[src/mips_pkg.sv]
// Word-only MIPS subset; no HI/LO, no byte or halfword access, undefined opcodes run as NOP
`default_nettype none

package mips_pkg;

    typedef logic [31:0] word_t;     // Data word or byte address
    typedef logic [4:0]  reg_addr_t; // GPR number
    typedef logic [15:0] imm_t;      // I-type immediate
    typedef logic [4:0]  shamt_t;    // Constant shift amount

    localparam word_t     RESET_VECTOR = 32'hBFC0_0000; // First fetch after reset
    localparam reg_addr_t V0_REG       = 5'd2;          // Result register tapped to the port
    localparam logic [3:0] BYTE_EN_ALL = 4'hF;          // Word transfers only

    // Kept primary opcodes
    typedef enum logic [5:0] {
        OP_RTYPE = 6'd0,
        OP_J     = 6'd2,
        OP_BEQ   = 6'd4,
        OP_BNE   = 6'd5,
        OP_ADDIU = 6'd9,
        OP_SLTI  = 6'd10,
        OP_SLTIU = 6'd11,
        OP_ANDI  = 6'd12,
        OP_ORI   = 6'd13,
        OP_XORI  = 6'd14,
        OP_LUI   = 6'd15,
        OP_LW    = 6'd35,
        OP_SW    = 6'd43
    } opcode_t;

    // R-type function codes
    typedef enum logic [5:0] {
        FN_SLL  = 6'd0,
        FN_SRL  = 6'd2,
        FN_SRA  = 6'd3,
        FN_JR   = 6'd8,
        FN_ADDU = 6'd33,
        FN_SUBU = 6'd35,
        FN_AND  = 6'd36,
        FN_OR   = 6'd37,
        FN_XOR  = 6'd38,
        FN_SLT  = 6'd42,
        FN_SLTU = 6'd43
    } funct_t;

    typedef enum logic [1:0] {
        FETCH,
        EXEC,
        MEM,
        HALT
    } cpu_state_t;

    typedef enum logic [3:0] {
        ALU_ADD, ALU_SUB, ALU_AND, ALU_OR, ALU_XOR,
        ALU_SLT, ALU_SLTU, ALU_SLL, ALU_SRL, ALU_SRA, ALU_LUI
    } alu_op_t;

    typedef enum logic [2:0] {
        PC_SEQ, PC_BEQ, PC_BNE, PC_JUMP, PC_JREG
    } pc_cmd_t;

    // Low half of the instruction word, read as R-type fields or as immediate
    typedef struct packed {
        reg_addr_t rd;
        shamt_t    shamt;
        funct_t    funct;
    } r_fields_t;

    typedef union packed {
        r_fields_t r;
        imm_t      imm;
    } instr_low_t;

    typedef struct packed {
        opcode_t    opcode; // [31:26]
        reg_addr_t  rs;     // [25:21]
        reg_addr_t  rt;     // [20:16]
        instr_low_t low;    // [15:0]
    } instr_fields_t;

    typedef struct packed {
        alu_op_t   alu_op;
        logic      use_imm;  // Immediate replaces rt as operand b
        logic      zero_ext; // ANDI/ORI/XORI
        logic      reg_we;
        reg_addr_t dest;     // rd for R-type, rt for I-type
        logic      from_mem; // LW write-back
    } ctrl_t;

endpackage

`default_nettype wire

[src/mips_control.sv]
// One instruction in flight, no delay slot; halts when a fetch would start at address zero
`timescale 1ns/1ps
`default_nettype none

module mips_control (
    input  wire logic                    clk,
    input  wire logic                    reset,
    input  wire logic                    waitrequest,
    input  wire mips_pkg::word_t         readdata,
    input  wire mips_pkg::word_t         pc,
    input  wire mips_pkg::word_t         alu_result,
    output mips_pkg::instr_fields_t      fields,
    output mips_pkg::ctrl_t              ctrl,
    output mips_pkg::pc_cmd_t            pc_cmd,
    output logic                         pc_advance,
    output logic                         reg_commit,
    output logic                         read,
    output logic                         write,
    output mips_pkg::word_t              address,
    output logic [3:0]                   byteenable,
    output logic                         active
);

    mips_pkg::cpu_state_t state, state_next;
    logic is_lw, is_sw;
    logic halt_fetch; // Fetch from address zero ends the run

    // Instruction register, loaded when the fetch completes
    always_ff @(posedge clk) begin
        if (state == mips_pkg::FETCH && !halt_fetch && !waitrequest) begin
            fields <= mips_pkg::instr_fields_t'(readdata);
        end
    end

    assign is_lw = (fields.opcode == mips_pkg::OP_LW);
    assign is_sw = (fields.opcode == mips_pkg::OP_SW);

    // Decode
    always_comb begin
        ctrl.alu_op   = mips_pkg::ALU_ADD;
        ctrl.use_imm  = 1'b1;
        ctrl.zero_ext = 1'b0;
        ctrl.reg_we   = 1'b1;
        ctrl.dest     = fields.rt; // I-type default
        ctrl.from_mem = 1'b0;
        pc_cmd        = mips_pkg::PC_SEQ;
        case (fields.opcode)
            mips_pkg::OP_RTYPE: begin
                ctrl.use_imm = 1'b0;
                ctrl.dest    = fields.low.r.rd;
                case (fields.low.r.funct)
                    mips_pkg::FN_ADDU: ctrl.alu_op = mips_pkg::ALU_ADD;
                    mips_pkg::FN_SUBU: ctrl.alu_op = mips_pkg::ALU_SUB;
                    mips_pkg::FN_AND:  ctrl.alu_op = mips_pkg::ALU_AND;
                    mips_pkg::FN_OR:   ctrl.alu_op = mips_pkg::ALU_OR;
                    mips_pkg::FN_XOR:  ctrl.alu_op = mips_pkg::ALU_XOR;
                    mips_pkg::FN_SLT:  ctrl.alu_op = mips_pkg::ALU_SLT;
                    mips_pkg::FN_SLTU: ctrl.alu_op = mips_pkg::ALU_SLTU;
                    mips_pkg::FN_SLL:  ctrl.alu_op = mips_pkg::ALU_SLL;
                    mips_pkg::FN_SRL:  ctrl.alu_op = mips_pkg::ALU_SRL;
                    mips_pkg::FN_SRA:  ctrl.alu_op = mips_pkg::ALU_SRA;
                    mips_pkg::FN_JR: begin
                        ctrl.reg_we = 1'b0;
                        pc_cmd      = mips_pkg::PC_JREG;
                    end
                    default: ctrl.reg_we = 1'b0; // Unknown funct is a NOP
                endcase
            end
            mips_pkg::OP_J: begin
                ctrl.reg_we = 1'b0;
                pc_cmd      = mips_pkg::PC_JUMP;
            end
            mips_pkg::OP_BEQ: begin
                ctrl.reg_we = 1'b0;
                pc_cmd      = mips_pkg::PC_BEQ;
            end
            mips_pkg::OP_BNE: begin
                ctrl.reg_we = 1'b0;
                pc_cmd      = mips_pkg::PC_BNE;
            end
            mips_pkg::OP_ADDIU: ctrl.alu_op = mips_pkg::ALU_ADD;
            mips_pkg::OP_SLTI:  ctrl.alu_op = mips_pkg::ALU_SLT;
            mips_pkg::OP_SLTIU: ctrl.alu_op = mips_pkg::ALU_SLTU; // Sign-extended, unsigned compare
            mips_pkg::OP_ANDI: begin
                ctrl.alu_op   = mips_pkg::ALU_AND;
                ctrl.zero_ext = 1'b1;
            end
            mips_pkg::OP_ORI: begin
                ctrl.alu_op   = mips_pkg::ALU_OR;
                ctrl.zero_ext = 1'b1;
            end
            mips_pkg::OP_XORI: begin
                ctrl.alu_op   = mips_pkg::ALU_XOR;
                ctrl.zero_ext = 1'b1;
            end
            mips_pkg::OP_LUI:   ctrl.alu_op = mips_pkg::ALU_LUI;
            mips_pkg::OP_LW:    ctrl.from_mem = 1'b1; // Address = rs + imm
            mips_pkg::OP_SW:    ctrl.reg_we = 1'b0;
            default:            ctrl.reg_we = 1'b0; // Undefined opcode, NOP
        endcase
    end

    assign halt_fetch = (state == mips_pkg::FETCH) && (pc == '0);

    always_comb begin
        state_next = state;
        case (state)
            mips_pkg::FETCH: begin
                if (halt_fetch) begin
                    state_next = mips_pkg::HALT;
                end else if (!waitrequest) begin
                    state_next = mips_pkg::EXEC;
                end
            end
            mips_pkg::EXEC: state_next = (is_lw || is_sw) ? mips_pkg::MEM : mips_pkg::FETCH;
            mips_pkg::MEM:  state_next = waitrequest ? mips_pkg::MEM : mips_pkg::FETCH;
            default:        state_next = mips_pkg::HALT; // Left only by reset
        endcase
    end

    always_ff @(posedge clk) begin
        if (reset) begin
            state <= mips_pkg::FETCH;
        end else begin
            state <= state_next;
        end
    end

    // LW holds its PC and register update until the data returns
    assign pc_advance = (state == mips_pkg::EXEC && !is_lw)
                     || (state == mips_pkg::MEM && is_lw && !waitrequest);
    assign reg_commit = (state == mips_pkg::EXEC && ctrl.reg_we && !ctrl.from_mem)
                     || (state == mips_pkg::MEM && ctrl.from_mem && !waitrequest);

    // Avalon master side
    assign read       = (state == mips_pkg::FETCH && !halt_fetch) || (state == mips_pkg::MEM && is_lw);
    assign write      = (state == mips_pkg::MEM) && is_sw;
    assign address    = (state == mips_pkg::MEM) ? alu_result : pc; // Data or fetch address
    assign byteenable = mips_pkg::BYTE_EN_ALL;
    assign active     = (state != mips_pkg::HALT) && !halt_fetch;

endmodule

`default_nettype wire

[src/mips_pc.sv]
// PC only moves on pc_advance; branch offsets are relative to PC+4, no delay slot
`timescale 1ns/1ps
`default_nettype none

module mips_pc (
    input  wire logic                    clk,
    input  wire logic                    reset,
    input  wire mips_pkg::instr_fields_t fields,
    input  wire mips_pkg::pc_cmd_t       pc_cmd,
    input  wire logic                    pc_advance,
    input  wire mips_pkg::word_t         rs_data,
    input  wire mips_pkg::word_t         rt_data,
    output mips_pkg::word_t              pc
);

    mips_pkg::word_t pc_seq;    // PC + 4
    mips_pkg::word_t pc_branch; // Taken branch target
    mips_pkg::word_t pc_jump;
    mips_pkg::word_t pc_next;

    assign pc_seq    = pc + 32'd4;
    assign pc_branch = pc_seq + {{14{fields.low.imm[15]}}, fields.low.imm, 2'b00};
    // 26-bit target spans rs, rt and the immediate
    assign pc_jump   = {pc_seq[31:28], fields.rs, fields.rt, fields.low.imm, 2'b00};

    always_comb begin
        case (pc_cmd)
            mips_pkg::PC_BEQ:  pc_next = (rs_data == rt_data) ? pc_branch : pc_seq;
            mips_pkg::PC_BNE:  pc_next = (rs_data != rt_data) ? pc_branch : pc_seq;
            mips_pkg::PC_JUMP: pc_next = pc_jump;
            mips_pkg::PC_JREG: pc_next = rs_data; // JR
            default:           pc_next = pc_seq;
        endcase
    end

    always_ff @(posedge clk) begin
        if (reset) begin
            pc <= mips_pkg::RESET_VECTOR;
        end else if (pc_advance) begin
            pc <= pc_next;
        end
    end

endmodule

`default_nettype wire

[src/mips_regfile.sv]
// 32 x 32 GPRs, cleared by reset; r0 reads zero and ignores writes
`timescale 1ns/1ps
`default_nettype none

module mips_regfile (
    input  wire logic                    clk,
    input  wire logic                    reset,
    input  wire mips_pkg::instr_fields_t fields,
    input  wire mips_pkg::ctrl_t         ctrl,
    input  wire logic                    reg_commit,
    input  wire mips_pkg::word_t         alu_result,
    input  wire mips_pkg::word_t         readdata,
    output mips_pkg::word_t              rs_data,
    output mips_pkg::word_t              rt_data,
    output mips_pkg::word_t              register_v0
);

    mips_pkg::word_t regs [32];
    mips_pkg::word_t wb_data;

    assign wb_data = ctrl.from_mem ? readdata : alu_result; // LW takes bus data

    always_ff @(posedge clk) begin
        if (reset) begin
            for (int i = 0; i < 32; i++) begin
                regs[i] <= '0;
            end
        end else if (reg_commit && ctrl.dest != '0) begin
            regs[ctrl.dest] <= wb_data;
        end
    end

    // Two asynchronous read ports
    assign rs_data     = regs[fields.rs];
    assign rt_data     = regs[fields.rt];
    assign register_v0 = regs[mips_pkg::V0_REG];

endmodule

`default_nettype wire

[src/mips_alu.sv]
// Purely combinational; shifts use the shamt field only, no variable shifts
`timescale 1ns/1ps
`default_nettype none

module mips_alu (
    input  wire mips_pkg::instr_fields_t fields,
    input  wire mips_pkg::ctrl_t         ctrl,
    input  wire mips_pkg::word_t         rs_data,
    input  wire mips_pkg::word_t         rt_data,
    output mips_pkg::word_t              alu_result
);

    mips_pkg::word_t imm_ext;
    mips_pkg::word_t op_a;
    mips_pkg::word_t op_b;
    mips_pkg::shamt_t shamt;

    // Logic immediates are zero-filled, the rest sign-filled
    assign imm_ext = ctrl.zero_ext ? {16'b0, fields.low.imm}
                                   : {{16{fields.low.imm[15]}}, fields.low.imm};

    assign op_a  = rs_data;
    assign op_b  = ctrl.use_imm ? imm_ext : rt_data;
    assign shamt = fields.low.r.shamt;

    always_comb begin
        case (ctrl.alu_op)
            mips_pkg::ALU_ADD:  alu_result = op_a + op_b; // Also LW/SW address
            mips_pkg::ALU_SUB:  alu_result = op_a - op_b;
            mips_pkg::ALU_AND:  alu_result = op_a & op_b;
            mips_pkg::ALU_OR:   alu_result = op_a | op_b;
            mips_pkg::ALU_XOR:  alu_result = op_a ^ op_b;
            mips_pkg::ALU_SLT: begin
                alu_result = {31'b0, $signed(op_a) < $signed(op_b)};
            end
            mips_pkg::ALU_SLTU: begin
                alu_result = {31'b0, op_a < op_b};
            end
            // Shifts act on rt
            mips_pkg::ALU_SLL:  alu_result = rt_data << shamt;
            mips_pkg::ALU_SRL:  alu_result = rt_data >> shamt;
            mips_pkg::ALU_SRA:  alu_result = mips_pkg::word_t'($signed(rt_data) >>> shamt);
            mips_pkg::ALU_LUI:  alu_result = {fields.low.imm, 16'b0};
            default:            alu_result = '0;
        endcase
    end

endmodule

`default_nettype wire

[src/mips_cpu_bus.sv]
// Avalon-MM master, word transfers only; byteenable stays all ones and active falls on halt
`timescale 1ns/1ps
`default_nettype none

module mips_cpu_bus (
    input  wire logic             clk,
    input  wire logic             reset,
    output logic                  active,
    output mips_pkg::word_t       register_v0,

    // Avalon-MM master
    output mips_pkg::word_t       address,
    output logic                  write,
    output logic                  read,
    input  wire logic             waitrequest,
    output mips_pkg::word_t       writedata,
    output logic [3:0]            byteenable,
    input  wire mips_pkg::word_t  readdata
);

    mips_pkg::instr_fields_t fields;
    mips_pkg::ctrl_t         ctrl;
    mips_pkg::pc_cmd_t       pc_cmd;
    logic                    pc_advance;
    logic                    reg_commit;
    mips_pkg::word_t         pc;
    mips_pkg::word_t         rs_data;
    mips_pkg::word_t         rt_data;
    mips_pkg::word_t         alu_result;

    assign writedata = rt_data; // SW data straight from the rt port

    mips_control mips_control_inst (
        .clk         (clk),
        .reset       (reset),
        .waitrequest (waitrequest),
        .readdata    (readdata),
        .pc          (pc),
        .alu_result  (alu_result),
        .fields      (fields),
        .ctrl        (ctrl),
        .pc_cmd      (pc_cmd),
        .pc_advance  (pc_advance),
        .reg_commit  (reg_commit),
        .read        (read),
        .write       (write),
        .address     (address),
        .byteenable  (byteenable),
        .active      (active)
    );

    mips_pc mips_pc_inst (
        .clk        (clk),
        .reset      (reset),
        .fields     (fields),
        .pc_cmd     (pc_cmd),
        .pc_advance (pc_advance),
        .rs_data    (rs_data),
        .rt_data    (rt_data),
        .pc         (pc)
    );

    mips_regfile mips_regfile_inst (
        .clk         (clk),
        .reset       (reset),
        .fields      (fields),
        .ctrl        (ctrl),
        .reg_commit  (reg_commit),
        .alu_result  (alu_result),
        .readdata    (readdata),
        .rs_data     (rs_data),
        .rt_data     (rt_data),
        .register_v0 (register_v0)
    );

    mips_alu mips_alu_inst (
        .fields     (fields),
        .ctrl       (ctrl),
        .rs_data    (rs_data),
        .rt_data    (rt_data),
        .alu_result (alu_result)
    );

endmodule

`default_nettype wire

[config.mk]
export PLATFORM = sky130hd
export DESIGN_NAME = mips_cpu_bus
export DESIGN_NICKNAME = d
export VERILOG_FILES = /design/src/mips_pkg.sv /design/src/mips_control.sv /design/src/mips_pc.sv /design/src/mips_regfile.sv /design/src/mips_alu.sv /design/src/mips_cpu_bus.sv
export SDC_FILE = /design/constraint.sdc
export NUM_CORES = 2
export LEC_CHECK = 0
export BUFFER_PORTS_ARGS = -buffer_cell sky130_fd_sc_hd__buf_2
export CAP_MARGIN = 20
export CELL_PAD_IN_SITES_DETAIL_PLACEMENT = 0
export CELL_PAD_IN_SITES_GLOBAL_PLACEMENT = 1
export CORE_MARGIN = 1.5
export CORE_UTILIZATION = 45
export DETAILED_ROUTE_END_ITERATION = 8
export MAX_ROUTING_LAYER = met4
export PLACE_DENSITY_LB_ADDON = 0.1
export SYNTH_ARGS = -nofsm -noshare
export SYNTH_HDL_FRONTEND = slang
export SYNTH_SLANG_ARGS = --single-unit
[constraint.sdc]
create_clock -name clk -period 5.31 [get_ports clk]
set_input_delay 0.2655 -clock clk [delete_from_list [all_inputs] [get_ports clk]]
set_output_delay 0.2655 -clock clk [all_outputs]
set_load 0.02 [all_outputs]
==> key figures <==
Placed design
  – GP Congestion: 1.076
  – PortBufs: 133
  – Post-detail-place hpwl: 255,100 µm

STA
  – Max Clock Skew: 0.07657 ns
  – Final period util: 122.6%
  – RSZ-0062 raised after global routing: true
  – Worst setup margin: -1.202 ns
  – Slew HR: 28.50%
  – Fmax: 0.1536 GHz
  – Final hold slack: 0.2556 ns
  – Fin crit period: 6.512 ns
  – Hold Vio Cnt, Final: 0
  – Pins Over Slew Limit: 0
  – Slew @ Worst Pin: 1.064 ns
  – Setup violations, final: 807

Pwr
  – Maximum vdd drop: 0.9238 mV
  – Sw Pwr: 0.02101 W
  – Sw Ratio: 44.03%
  – Gate power share: 60.3%
  – Power density over the cells: 516.3 mW/mm²
  – Clock power frac: 18.4%
  – Sequential Power Share: 21.3%
  – Leakage Power: 35.77 nW
  – Internal power: 0.02671 W

Clock network
  – Reg clk slew, reported paths: 0.06 ns
  – CTS tree: built
  – Clock tree buffer depth: 3
  – CTS Buf Count: 121
  – Sinks on Clock Net: 1,100
  – Worst-skew pair later-pin latency: 0.81 ns
  – Max H-tree Level: 3
  – Root Driver: clkbuf_16

Worst setup path
  – Slowest cell on crit path: a2111oi_4
  – Startpoint types: flop
  – Cell mode on critical path: buf_4
  – CP Max Fanout: 7
  – Register-to-register setup slack: -0.75 ns
  – Worst path required time: 5.04 ns
  – RR Endpoint: mips_regfile_inst.regs[13][29]$_SDFFCE_PN0P_
  – CP Capture Point: address[29]
  – Kind of critical path: flop to output port
  – Cells on worst reg2reg path: 31
  – Worst EP arrival: 6.25 ns
  – Setup crit end kind: output port
  – Worst path max stage delay: 0.42 ns

Global routing
  – GRT Residual Overflow: 0
  – Number of global-route vias before repair: 59,170
  – First-pass GRT wire length: 464,800 µm
  – Largest net degree at the start of global routing: 74
  – Most Crowded Layer GR: met2
  – Met2 capacity usage during global routing: 63.87%
  – Global Route Usage Sum: 42.29%
  – Met1 usage: 55.86%
  – M3 GR Usage: 6.855%
  – Initial antenna violation count: 14

Synthesis
  – Synth cell types: 96
  – Synth Instances: 6,115
  – Top cells by area, synth: edfxtp_1 45%, mux4_2 17%, nor2_1 5.8%
  – Ys async rst share: 0%
  – Post-synth top area share: 44.60%
  – Post-Syn Area: 0.07111 mm²
  – Synth Flop Type: edfxtp_1
  – Warnings from Yosys: 0
  – Sequential area share after synthesis: 45.83%
  – Post-synth top cells: 1,104 x nor2_1, 1,056 x edfxtp_1, 544 x mux4_2
  – Cell accounting for the most synthesized area: edfxtp_1
  – Yosys reg bits: 1,100
  – Post-synth EDFFs: 1,056
  – Mean post-synth cell area: 11.63 µm²
  – Cell with the most instances after synthesis: nor2_1

Detailed routing
  – First-pass detailed-route iteration total: 6
  – Total Wirelength: 336,200 µm
  – # DRC: 0
  – Wirelength per Cell: 35.51 µm
  – Post-DRT Antenna Nets: 0
  – Vias per inst: 6.580
  – Starting DRT DRC Count: 8,789
  – Routed vias: 62,280

Cells and area
  – Fill cell count: 13,100
  – Layout cells sized above 1: 37.84%
  – Area Growth Syn to Fin: 29.97%
  – Post-layout util: 59.03%
  – Nets@finish: 7,467

Floorplan
  – Die ar.: 0.1604 mm²
  – Die Ht: 400.5 µm
  – Die W: 400.5 µm
  – Starting density of the core: 45.42%
  – Std cell rows: 145
  – Top Ports: 138
  – Core area: 0.1566 mm²

Flow run
  – Maxcap violations: 0

Status
  – Status: finished with violations
  – Violated checks: setup timing

Hold path
  – Hold Path Class: primary input to flop
through the flow:
step | total power, W | instances | TNS (ns) | area (µm²) | setup slack (ns)
5_1_grt | 0.04869 | 9465 | -443.72 | 92420 | -1.318
2_1_floorplan | 0.02203 | 6149 | 0 | 71430 | 0.01239
4_1_cts | 0.04615 | 9413 | -233.90 | 91280 | -1.197
3_3_place_gp | 0.03500 | 9021 | -705.98 | 83660 | -1.562
6_report | 0.04772 | 9466 | -352.60 | 92420 | -1.202
3_5_place_dp | 0.03505 | 9022 | -687.12 | 83670 | -1.524
what timing repair did:
action / 4_1_cts / 5_1_grt
hold buffers: 34 / 0
pin swaps: 145 / 97
endpoints found under the setup margin: 949 / 913
hold endpoints to repair: 55 / 0
setup buffers: 119 / 53
resized for setup: 403 / 183
gates cloned: 12 / 0
cell usage in the layout, fill, tap and decap left out, types with 34 or more instances in the layout:
master         Yosys  final
buf_4             20   1240
nor2_1          1104   1087
edfxtp_1        1056   1056
mux4_2           544    544
mux2i_1          390    370
nand2_1          328    293
a22oi_1          269    247
a21oi_1          199    158
buf_12             5    147
inv_1            144    130
clkbuf_16          0    122
ha_1             137    111
nand3_1          113    110
nor3_1           151    107
buf_2             94    104
o21ai_0          121     90
buf_6              9     72
xnor2_1           72     70
nand4_1           45     45
o211ai_1          43     43
a21o_1            43     43
clkinv_1           4     40
a221oi_1          53     38
nor3_2             1     37
dfxtp_1           44     37
conb_1             2     36
nor2_4            30     35
dlygate4sd3_1      0     34
kinds of logic after synthesis:
| kind of cell | Yosys count | share of synthesized area, % |
|---|---|---|
| AND/OR/NAND/NOR | 1988 | 12.30 |
| flip-flops | 1100 | 45.83 |
| AO/OA/AOI/OAI | 1076 | 10.66 |
| multiplexers | 949 | 22.96 |
| buffers and inverters | 757 | 4.476 |
| adder cells (fa/ha/maj) | 140 | 2.495 |
| XOR/XNOR | 103 | 1.269 |
| other | 2 | 0.01056 |
worst max-delay path, delay by kind of cell, from the launching register on:
family / cells / cell delay [ns]
AO/OA/AOI/OAI: 9 / 2.29
buffers and inverters: 12 / 1.61
flip-flops: 1 / 0.37
adder cells (fa/ha/maj): 1 / 0.23
multiplexers: 1 / 0.25
AND/OR/NAND/NOR: 5 / 0.67
registers in the layout, summed over array words and instances, names as in the netlist, named ones only:
name and cells:
mips_control_inst.state 2, mips_regfile_inst.regs 1024, mips_control_inst.fields 32, mips_pc_inst.pc 32
layer usage:
metal | wire length, µm | share of wire [%]
met5 | 0 | 0
met4 | 19460 | 5.8
met3 | 33460 | 10
met2 | 153700 | 46
met1 | 129600 | 39
final cells by class:
| class | instances | area, µm² | area share, % |
|---|---|---|---|
| flip-flops and latches | 1100 | 32610 | 35.29 |
| inverters | 153 | 585.6 | 0.6336 |
| diodes | 9 | 22.52 | 0.02437 |
| well taps | 2058 | 2575 | 2.786 |
| repair buffers | 1624 | 14540 | 15.74 |
| clock buffers | 136 | 3105 | 3.360 |
| clock inverters | 94 | 975.9 | 1.056 |
| multi-input cells | 4292 | 38000 | 41.12 |
how the worst min path moves through the flow:
stage / startpoint / end / slack (ns) / cells after the start
finish: readdata[30] / mips_control_inst.fields[30]$_DFFE_PP_ / 0.26 / 2
global route: readdata[30] / mips_control_inst.fields[30]$_DFFE_PP_ / 0.24 / 2
global placement: readdata[30] / mips_control_inst.fields[30]$_DFFE_PP_ / 0.46 / 1
floorplan: readdata[0] / mips_control_inst.fields[0]$_DFFE_PP_ / 0.36 / 0
detailed placement: readdata[30] / mips_control_inst.fields[30]$_DFFE_PP_ / 0.46 / 1
CTS: readdata[12] / mips_control_inst.fields[12]$_DFFE_PP_ / 0.21 / 2
power groups by stage:
stage,Sequential [W],Combinational [W],Clock (W)
floorplan,0.0102,0.0118,0
global placement,0.0103,0.0247,0
detailed placement,0.0103,0.0247,0
CTS,0.0102,0.0271,0.00884
global route,0.0102,0.0294,0.00914
finish,0.0102,0.0288,0.00878
No activity file was read; power rests on OpenSTA's default activity.
